### src/design/rv_pkg.sv
package rv_pkg;

    localparam int xlen = 64;

    // register value, address and instruction word
    typedef logic [xlen-1:0] reg_t;
    typedef logic [4:0]      reg_addr_t;
    typedef logic [31:0]     instr_t;

    typedef logic [3:0]      alu_op_t;

    // alu operation codes
    localparam alu_op_t alu_add  = 4'd0;
    localparam alu_op_t alu_sub  = 4'd1;
    localparam alu_op_t alu_sll  = 4'd2;
    localparam alu_op_t alu_slt  = 4'd3;
    localparam alu_op_t alu_sltu = 4'd4;
    localparam alu_op_t alu_xor  = 4'd5;
    localparam alu_op_t alu_srl  = 4'd6;
    localparam alu_op_t alu_sra  = 4'd7;
    localparam alu_op_t alu_or   = 4'd8;
    localparam alu_op_t alu_and  = 4'd9;
    localparam alu_op_t alu_lui  = 4'd10;

    // major opcodes, instr[6:0]
    localparam logic [6:0] opc_lui    = 7'b0110111;
    localparam logic [6:0] opc_op_imm = 7'b0010011;
    localparam logic [6:0] opc_op     = 7'b0110011;

    localparam reg_t zero_reg = '0;

endpackage

### src/design/instr_decode.sv
`timescale 1ns/1ps

module instr_decode (
    input  rv_pkg::instr_t    instr,
    output rv_pkg::reg_addr_t rs1_addr,
    output rv_pkg::reg_addr_t rs2_addr,
    output rv_pkg::reg_addr_t rd_addr,
    output logic              rs1_ena,
    output logic              rs2_ena,
    output rv_pkg::reg_t      imm,
    output logic              use_imm,
    output rv_pkg::alu_op_t   alu_op,
    output logic              legal
);

    logic [6:0] opcode;
    logic [2:0] funct3;
    logic [6:0] funct7;

    assign opcode = instr[6:0];
    assign funct3 = instr[14:12];
    assign funct7 = instr[31:25];

    assign rd_addr  = instr[11:7];
    assign rs1_addr = instr[19:15];
    assign rs2_addr = instr[24:20];

    always_comb begin
        legal   = 1'b0;
        use_imm = 1'b0;
        alu_op  = rv_pkg::alu_add;
        imm     = rv_pkg::zero_reg;

        case (opcode)
            rv_pkg::opc_lui: begin
                legal   = 1'b1;
                use_imm = 1'b1;
                alu_op  = rv_pkg::alu_lui;
                imm     = {{32{instr[31]}}, instr[31:12], 12'b0};
            end

            rv_pkg::opc_op_imm: begin
                legal   = 1'b1;
                use_imm = 1'b1;
                imm     = {{52{instr[31]}}, instr[31:20]};
                case (funct3)
                    3'b000: alu_op = rv_pkg::alu_add;
                    3'b010: alu_op = rv_pkg::alu_slt;
                    3'b011: alu_op = rv_pkg::alu_sltu;
                    3'b100: alu_op = rv_pkg::alu_xor;
                    3'b110: alu_op = rv_pkg::alu_or;
                    3'b111: alu_op = rv_pkg::alu_and;
                    3'b001: begin
                        // slli, 6-bit shamt
                        alu_op = rv_pkg::alu_sll;
                        imm    = {58'b0, instr[25:20]};
                        legal  = (instr[31:26] == 6'b000000);
                    end
                    default: begin
                        // srli / srai
                        alu_op = instr[30] ? rv_pkg::alu_sra : rv_pkg::alu_srl;
                        imm    = {58'b0, instr[25:20]};
                        legal  = !instr[31] && (instr[29:26] == 4'b0000);
                    end
                endcase
            end

            rv_pkg::opc_op: begin
                // only funct7 0x00, or 0x20 for sub / sra
                legal = (funct7 == 7'b0000000)
                     || ((funct7 == 7'b0100000) && ((funct3 == 3'b000) || (funct3 == 3'b101)));
                case (funct3)
                    3'b000:  alu_op = funct7[5] ? rv_pkg::alu_sub : rv_pkg::alu_add;
                    3'b001:  alu_op = rv_pkg::alu_sll;
                    3'b010:  alu_op = rv_pkg::alu_slt;
                    3'b011:  alu_op = rv_pkg::alu_sltu;
                    3'b100:  alu_op = rv_pkg::alu_xor;
                    3'b101:  alu_op = funct7[5] ? rv_pkg::alu_sra : rv_pkg::alu_srl;
                    3'b110:  alu_op = rv_pkg::alu_or;
                    default: alu_op = rv_pkg::alu_and;
                endcase
            end

            default: begin
                legal = 1'b0;
            end
        endcase
    end

    // read enables follow legality
    assign rs1_ena = legal && (opcode != rv_pkg::opc_lui);
    assign rs2_ena = legal && (opcode == rv_pkg::opc_op);

endmodule

### config.mk
export PLATFORM = sky130hd
export DESIGN_NAME = instr_decode
export DESIGN_NICKNAME = d
export VERILOG_FILES = /design/src/design/rv_pkg.sv /design/src/design/instr_decode.sv
export SDC_FILE = /design/constraint.sdc
export NUM_CORES = 1
export LEC_CHECK = 0
export BUFFER_PORTS_ARGS = -buffer_cell sky130_fd_sc_hd__buf_2
export CAP_MARGIN = 20
export CORE_ASPECT_RATIO = 0.5
export CORE_MARGIN = 2
export CORE_UTILIZATION = 34
export DETAILED_ROUTE_END_ITERATION = 10
export MAX_ROUTING_LAYER = met4
export PLACE_DENSITY = 0.92
export SLEW_MARGIN = 20
export SYNTH_ARGS = -nofsm -noshare
export SYNTH_HDL_FRONTEND = slang
export SYNTH_SLANG_ARGS = --single-unit
### constraint.sdc
create_clock -name vclk -period 3.8
set_input_delay 0.95 -clock vclk [all_inputs]
set_output_delay 0.95 -clock vclk [all_outputs]
set_load 0.01 [all_outputs]
; ---- Word-level counts from Yosys, hierarchy flattened
; Index checks and enable logic that the tools add are counted.
[totals]
ff_bits = 0
in_bits = 32
out_inout_bits = 87
elab_cells = 35
[op_classes]
eq_ne = 12
muxes = 10
n_reduce_logical = 13
[op_table]
columns = op, count
row1 = $pmux W64 S2, 1
row2 = $mux W64, 1
row3 = $pmux W4 S7, 2
row4 = $eq A7 B6 Y1 const B, 3
row5 = $eq A3 B3 Y1 const B, 4
row6 = $pmux W4 S3, 1
row7 = $eq A7 B5 Y1 const B, 1
row8 = $logic_not A7 Y1, 1
row9 = $ne A7 B6 Y1 const B, 1
row10 = $eq A3 B2 Y1 const B, 2
row11 = $logic_not A6 Y1, 1
row12 = $reduce_or A6 Y1, 1
row13 = $logic_and A1 B1 Y1, 4
row14 = $logic_not A4 Y1, 1
row15 = $eq A3 B1 Y1 const B, 1
row16 = $logic_not A3 Y1, 1
row17 = $mux W1, 3
row18 = $pmux W1 S3, 1
row19 = $logic_or A1 B1 Y1, 2
row20 = $pmux W1 S2, 1
row21 = $reduce_or A2 Y1, 1
row22 = $logic_not A1 Y1, 1

; ---- Depth between registers and ports, before layout
; Gate-level depths: netlist of the first run.
[logic_depth]
ltp_word = 6
ltp_mapped = 7
ltp_nobuf = 4

; ---- Least setup slack after synthesis of the first run
; No wires, ideal clock.
[synth_timing]
path_type = input -> output
start = input instr[6]
end = output imm[32]
arrival_time_ns = 2.671
t_required_ns = 2.850
slack_ns = 0.179
path_stages = 7
path_buffers = 3
path_cell_list = nand4b_4 or2_1 buf_6 nor2_4 buf_4 o21a_1 buf_4
[synth_via]
elab_chain_len = 2
elab_cells_between_ends = 3
cone_classes = eq/ne: 2 / mux: 1
[synth_rtl]
columns = item, line_no
row1 = from (decl), instr_decode.sv:4  ; input rv_pkg::instr_t instr,
row2 = $eq A7 B5 Y1 or $eq A7 B6 Y1 (tied branches), instr_decode.sv:34  ; case (opcode)
row3 = $pmux W64 S2 (*), instr_decode.sv:34
row4 = to (decl), instr_decode.sv:10  ; output rv_pkg::reg_t imm,
; Every way passes the cells marked *; elsewhere a longest branch is shown, timed or not.

; ---- Worst setup path after layout of the first run
[layout_timing]
start = input instr[6]
end = output imm[38]
; The elaborated chain is that of the path after synthesis.

==> results.json, run 1 <==
{
  "cp_max_fo": 33,
  "multi_input_area_um2": 504.2,
  "yosysTopAreaCell": "buf_4",
  "drtPass1Iterations": 4,
  "fin_util_pct": 43.11,
  "postCtsHoldBufs": 0,
  "post_cts_buffers": 0,
  "synth.distinct_cells": 34,
  "grt_pass1_wl_um": 2746,
  "synth.top_cells.by_area": "buf_4 40%, a21o_1 16%, and2_1 7.5%, buf_6 3.7%, nand4b_4 2.6%",
  "slew_viol_final": 0,
  "yosysWarnings": 0,
  "critPathBufInv": 3,
  "num_io_pins": 119,
  "start_util_pct": 35.51,
  "worst_slack_ns": 0.5852,
  "p_clk_share_pct": 0,
  "portBuffers": 109,
  "cp_slowest_cell": "or2_1",
  "cp_slowest_stage_delay_ns": 0.35,
  "grt_remaining_overflow": 0,
  "grt_max_degree": 34,
  "fillers": 270,
  "worstPathCellList": "buf_2 > nand4b_4 > or2_1 > nor2_4 > o21a_1 > buf_4 > buf_2",
  "max_cap_violations": 0,
  "critPathCaptureType": "primary output",
  "cts_resized": 0,
  "first_iter_violations": 14,
  "gp_congestion": 0.7880,
  "place_hpwl_um": 1879,
  "path_delay_family": "simple AND/OR/NAND/NOR gates",
  "rows": 13,
  "grt_pass1_vias": 602,
  "arrival_ns": 2.26,
  "pre_cts_ws_ns": 0.5747,
  "synth.top_cells.by_count": "49 x buf_4, 19 x a21o_1, 11 x and2_1",
  "critPathMostFrequentCell": "buf_2",
  "hp-class": "input pin to primary output",
  "peakVddDrop_mv": 0.01939,
  "final_nets": 214,
  "finalSetupViolations": 0,
  "final_hold_viol_count": 0,
  "n_antenna_cell": 0,
  "status": "complete, no violations",
  "p_total_uw": 54.81,
  "p_leak_nw": 0.9091,
  "grt_usage_pct": 10.84,
  "core_um2": 2586,
  "synth_top_cell_area_share_pct": 40.05,
  "n_sequential_cell": 0,
  "drc": 0,
  "routed_wl_um": 2308,
  "fmax_mhz": 311.1,
  "synthCells": 123,
  "start_kind": "input pin",
  "fin_crit_ns": 3.215,
  "power_density_nw_per_um2": 49.17,
  "avgSynthCellArea_um2": 7.467,
  "die_w_um": 77.50,
  "wl_per_cell_um": 10.64,
  "switching_share_pct": 54.33,
  "antenna_found_initial": 0,
  "fp.dieH_um": 40.75,
  "slew_headroom_pct": 75.47,
  "pwr-share-seq_pct": 0,
  "ys_seq_area_share_pct": 0,
  "final.setup.tns_ns": 0,
  "cp.required_ns": 2.85,
  "power_switching_uw": 29.78,
  "die_area_um2": 3158,
  "viasPerCell": 4.415,
  "p_comb_share_pct": 100.0,
  "syn_nets": 155,
  "detail-route-antenna-nets": 0,
  "period_share_pct": 84.60,
  "grt_setup_unrepaired": "no",
  "netlist_area_um2": 918.4,
  "synthToLayoutAreaGrowth_pct": 21.39,
  "num-clock-buffers": 0,
  "layout-drive-gt1-share_pct": 65.56,
  "tightest_slew_ns": 0.3665,
  "num_vias": 958,
  "worst-setup-path-type": "input pin to primary output",
  "regArea_um2": 0,
  "p_int_uw": 25.03,
  "synth.most_common_cell": "buf_4"
}
## power groups by stage
stage / clock [mW] / combinational (mW) / sequential [mW]
after floorplan: 0 / 0.0394 / 0
after CTS: 0 / 0.0547 / 0
after global routing: 0 / 0.0598 / 0
final: 0 / 0.0548 / 0
after detailed placement: 0 / 0.0546 / 0
after global placement: 0 / 0.0531 / 0
## cells in the final DEF (no fill, tap or decap)
master     synthesis  layout
a2111oi_2          1       1
a211o_1            1       1
a211oi_1           1       1
a21boi_1           1       1
a21o_1            19      19
a21oi_1            1       1
and2_1            11      11
and2_4             1       1
buf_2              0     109
buf_4             49       2
inv_1              1       1
nand2_1            3       3
nand2b_1           3       3
nand3b_1           1       1
nand4_1            1       1
nand4b_4           1       1
nor2_1             3       3
nor2_4             1       1
nor2b_1            1       1
nor2b_4            1       1
nor3_1             1       1
nor3_2             1       1
nor3b_1            1       1
nor4b_4            1       1
o211ai_1           1       1
o21a_1             2       2
o21ai_0            3       3
o21ai_1            1       1
o21bai_1           1       1
or2_1              2       2
or3_1              2       2
xor2_1             1       1
## metrics by stage
step / instances / instance area [um2] / hold slack (ns)
floorplan: 123 / 918.4 / 1.930
global placement: 217 / 1115 / 1.900
detailed placement: 217 / 1115 / 1.900
CTS: 217 / 1115 / 1.900
global route: 217 / 1115 / 1.900
finish: 217 / 1115 / 1.900
## worst paths after layout
| kind | from | cells past startpoint | end |
|---|---|---|---|
| setup / recovery | instr[6] | 7 | imm[38] |
| hold / removal | instr[7] | 0 | rd_addr[0] |
## kinds of logic (layout without fill, tap and decap cells)
logic type	count (synthesis)	in the layout	share of synthesized area, %
buffers and inverters	55	112	45.09
AO/OA/AOI/OAI	32	32	25.75
AND/OR/NAND/NOR	35	35	28.20
XOR/XNOR	1	1	0.9539
## metal layers
| layer | GRT usage (%) | wire [um] | vias up |
|---|---|---|---|
| li1 | - | - | 482 |
| met1 | 11.79 | 890 | 443 |
| met2 | 24.78 | 1279 | 33 |
| met3 | 0.2203 | 138 | 0 |
| met4 | 0.4464 | 0 | 0 |
| met5 | - | 0 | - |
## layout make-up
type	instances	area share, %
timing repair buffer	111	50.28
multi-input combinational	68	45.23
tap	37	4.153
inverter	1	0.3367
(Power assumes the default switching activity.)
==> run 2, diff against run 1 <==
--- a/config.mk
+++ b/config.mk
@@ -9,10 +9,10 @@
 export CAP_MARGIN = 20
 export CORE_ASPECT_RATIO = 0.5
 export CORE_MARGIN = 2
-export CORE_UTILIZATION = 34
+export CORE_UTILIZATION = 30
 export DETAILED_ROUTE_END_ITERATION = 10
 export MAX_ROUTING_LAYER = met4
-export PLACE_DENSITY = 0.92
+export PLACE_DENSITY = 0.86
 export SLEW_MARGIN = 20
 export SYNTH_ARGS = -nofsm -noshare
 export SYNTH_HDL_FRONTEND = slang
==> constraint.sdc (replaced) <==
create_clock -name vclk -period 2.9
set_input_delay 0.725 -clock vclk [all_inputs]
set_output_delay 0.725 -clock vclk [all_outputs]
set_load 0.01 [all_outputs]
==> results.json, run 2 (synthesis gave the netlist of run 1 again) <==
{
  "n_sequential_cell": 0,
  "cp_slowest_stage_delay_ns": 0.41,
  "start_util_pct": 31.02,
  "die_area_um2": 3547,
  "fillers": 324,
  "multi_input_area_um2": 511.7,
  "critPathCaptureType": "primary output",
  "arrival_ns": 2.06,
  "num_vias": 979,
  "peakVddDrop_mv": 0.02408,
  "n_antenna_cell": 0,
  "grt_pass1_wl_um": 3194,
  "fin_crit_ns": 2.788,
  "worst-setup-path-type": "input pin to primary output",
  "antenna_found_initial": 0,
  "tightest_slew_ns": 0.3415,
  "final_common_cell": "buf_2",
  "num-clock-buffers": 0,
  "p_total_uw": 72.27,
  "drc": 0,
  "routed_wl_um": 2273,
  "postCtsHoldBufs": 0,
  "portBuffers": 109,
  "fmax_mhz": 358.7,
  "start_kind": "input pin",
  "final.setup.tns_ns": 0,
  "grt_use_met1_pct": 12.53,
  "p_leak_nw": 0.9221,
  "finalSetupViolations": 0,
  "grt_setup_unrepaired": "no",
  "viasPerCell": 4.410,
  "slew_headroom_pct": 77.14,
  "whs_ns": 1.450,
  "synthToLayoutAreaGrowth_pct": 24.25,
  "wl_per_cell_um": 10.24,
  "place_area_um2": 1112,
  "cp.required_ns": 2.17,
  "grt_max_degree": 34,
  "cp_slowest_cell": "nor4b_4",
  "grt.met2_usage_pct": 22.90,
  "max_cap_violations": 0,
  "power_density_nw_per_um2": 63.34,
  "path_delay_family": "simple AND/OR/NAND/NOR gates",
  "design_area_um2": 1141,
  "core_um2": 2960,
  "final_hold_viol_count": 0,
  "dp_cells": 219,
  "regArea_um2": 0,
  "grt_pass1_vias": 727,
  "final_nets": 216,
  "hp-class": "input pin to primary output",
  "first_iter_violations": 35,
  "cp_max_fo": 33,
  "grt_remaining_overflow": 0,
  "layout_common_cells": "109 x buf_2, 19 x a21o_1, 11 x and2_1",
  "layout-drive-gt1-share_pct": 66.48,
  "grt_usage_pct": 11.19,
  "worstPathCellList": "buf_2 > nand4b_4 > nor4b_4 > buf_4 > o21a_4 > buf_2",
  "critPathMostFrequentCell": "buf_2",
  "crit_start": "instr[6]",
  "use_met3_pct": 0.2128,
  "drtPass1Iterations": 4,
  "critPathBufInv": 3,
  "fp.dieH_um": 43.13,
  "slew_viol_final": 0,
  "min-delay-start": "instr[7]",
  "num_io_pins": 119,
  "finalNonFillerCells": 222,
  "die_w_um": 82.25,
  "gp_congestion": 0.8166,
  "rows": 14,
  "status": "complete, no violations",
  "place_hpwl_um": 1882,
  "detail-route-antenna-nets": 0,
  "top_usage_layer": "met2",
  "period_share_pct": 96.13
}
==> run 2: timing repair <==
action / CTS / global route
endpoints found under the hold margin: 0 / 0
buffers inserted: 0 / 3
gates resized for setup: 0 / 1
setup endpoints to repair: 0 / 34
==> run 2: power by group <==
part / total [mW] / leakage [nW] / switching, mW / internal [mW]
Sequential: 0 / 0 / 0 / 0
Clock: 0 / 0 / 0 / 0
Combinational: 0.0723 / 0.922 / 0.0391 / 0.0332
Total: 0.0723 / 0.922 / 0.0391 / 0.0332
==> run 2: metrics by stage <==
step	worst slack, ns	util (%)
2_1_floorplan	0.01074	-
3_3_place_gp	0.05476	37.57
3_5_place_dp	0.02808	37.57
4_1_cts	0.02712	37.57
5_1_grt	0.01915	38.55
6_report	0.1123	38.55
==> run 2: layout make-up <==
class	instances	share of cell area [%]
Timing Repair Buffer	113	50.44
Multi-Input combinational cell	68	44.85
Inverter	1	0.3289
Tap cell	40	4.386
==> run 2: path summary, 6_finish.rpt <==
path	cells after the start	slack (ns)	end
setup / recovery	6	0.11	imm[54]
hold / removal	0	1.45	rd_addr[0]
==> run 2: routing by layer <==
metal | vias to the layer above | wire [um]
li1 | 488 | -
met1 | 452 | 826
met2 | 39 | 1292
met3 | 0 | 155
met4 | 0 | 0
met5 | - | 0
==> run 3, diff against run 2 <==
--- a/config.mk
+++ b/config.mk
@@ -9,10 +9,11 @@
 export CAP_MARGIN = 20
 export CORE_ASPECT_RATIO = 0.5
 export CORE_MARGIN = 2
-export CORE_UTILIZATION = 30
+export CORE_UTILIZATION = 34
 export DETAILED_ROUTE_END_ITERATION = 10
+export GPL_ROUTABILITY_DRIVEN = 0
 export MAX_ROUTING_LAYER = met4
-export PLACE_DENSITY = 0.86
+export PLACE_DENSITY = 0.92
 export SLEW_MARGIN = 20
 export SYNTH_ARGS = -nofsm -noshare
 export SYNTH_HDL_FRONTEND = slang
==> constraint.sdc (replaced) <==
create_clock -name vclk -period 2.88
set_input_delay 0.72 -clock vclk [all_inputs]
set_output_delay 0.72 -clock vclk [all_outputs]
set_load 0.01 [all_outputs]
==> results.json, run 3 (synthesis gave the netlist of run 1 again) <==
{
  "core_um2": 2586,
  "path_delay_family": "simple AND/OR/NAND/NOR gates",
  "antenna_found_initial": 0,
  "portBuffers": 109,
  "p_comb_share_pct": 100.0,
  "status": "complete, no violations",
  "start_kind": "input pin",
  "grt_setup_unrepaired": "no",
  "final_nets": 213,
  "critPathBufInv": 3,
  "finalSetupViolations": 0,
  "num-clock-buffers": 0,
  "fin_crit_ns": 2.773,
  "synthToLayoutAreaGrowth_pct": 21.39,
  "slew_viol_final": 0,
  "fillers": 279,
  "viasPerCell": 4.454,
  "final.setup.tns_ns": 0,
  "drtPass1Iterations": 4,
  "n_antenna_cell": 0,
  "die_area_um2": 3158,
  "start_util_pct": 35.51,
  "cp_slowest_cell": "or2_1",
  "arrival_ns": 2.05,
  "worst-setup-path-type": "input pin to primary output",
  "die_w_um": 77.50,
  "fp.dieH_um": 40.75,
  "p_leak_nw": 0.9057,
  "period_share_pct": 96.28,
  "cp_slowest_stage_delay_ns": 0.35,
  "critPathCaptureType": "primary output",
  "max_cap_violations": 0,
  "slew_headroom_pct": 74.07,
  "final_hold_viol_count": 0,
  "grt_remaining_overflow": 0,
  "grt_max_degree": 34,
  "n_sequential_cell": 0,
  "first_iter_violations": 35,
  "rows": 13,
  "detail-route-antenna-nets": 0,
  "crit_start": "instr[6]",
  "cp_max_fo": 19,
  "final_common_cell": "buf_2",
  "worstPathCellList": "buf_2 > nand4b_4 > or2_1 > nor2_4 > buf_4 > a21o_1 > buf_2",
  "fmax_mhz": 360.6,
  "pwr-share-seq_pct": 0,
  "layout-drive-gt1-share_pct": 65.92,
  "grt_pass1_wl_um": 2801,
  "power_switching_uw": 39.53,
  "p_int_uw": 33.06,
  "num_io_pins": 119,
  "layout_common_cells": "109 x buf_2, 19 x a21o_1, 11 x and2_1",
  "regArea_um2": 0,
  "wl_per_cell_um": 10.57,
  "grt_pass1_vias": 621,
  "grt_usage_pct": 11.00,
  "power_density_nw_per_um2": 65.11,
  "p_clk_share_pct": 0,
  "min-delay-start": "instr[7]",
  "switching_share_pct": 54.46,
  "cp.required_ns": 2.16,
  "tightest_slew_ns": 0.3874,
  "critPathMostFrequentCell": "buf_2",
  "routed_wl_um": 2284,
  "num_vias": 962,
  "drc": 0,
  "whs_ns": 1.440,
  "hp-class": "input pin to primary output",
  "peakVddDrop_mv": 0.01919
}
==> run 3: cell types whose count changed in the layout (fill, tap and decap cells not counted), sizes merged <==
cell	change
buf	-3
==> run 3: timing repair <==
item	4_1_cts	5_1_grt
hold buffers	0	0
setup endpoints to repair	0	33
gates resized for setup	0	1
setup buffers	0	0
==> run 3: per-layer routing <==
layer,wire (um),vias to the layer above,global-route usage (%)
li1,-,483,-
met1,892,440,13.85
met2,1254,39,21.96
met3,138,0,0.2203
met4,0,0,0.4464
met5,0,-,-
==> run 3: through the flow <==
stage                     instance area (um2)  util [%]  std cells  total power, mW  worst slack, ns
after floorplan                         919.6         -        123          0.05196        0.0007425
after global placement                   1109     42.86        216          0.07042          0.07601
after detailed placement                 1109     42.86        216          0.07239          0.01726
after CTS                                1109     42.86        216          0.07254          0.02520
after global routing                     1115     43.11        216          0.07996          0.02781
final                                    1115     43.11        216          0.07259           0.1072
==> run 3: area by class of cell <==
type / count / area [um2] / area share, %
Timing Repair Buffer: 110 / 553.0 / 49.61
Tap cell: 37 / 46.29 / 4.153
Multi-Input combinational cell: 68 / 511.7 / 45.90
Inverter: 1 / 3.754 / 0.3367
==> run 3: worst paths after layout <==
check	slack, ns	endpoint	depth (start not counted)
setup / recovery	0.11	imm[17]	7
hold / removal	1.44	rd_addr[0]	0
==> run 3: power by group through the flow <==
stage	Clock [mW]	Sequential, mW	Combinational (mW)
after CTS	0	0	0.0725
after global placement	0	0	0.0704
after detailed placement	0	0	0.0724
after global routing	0	0	0.0800
final	0	0	0.0726
after floorplan	0	0	0.0520
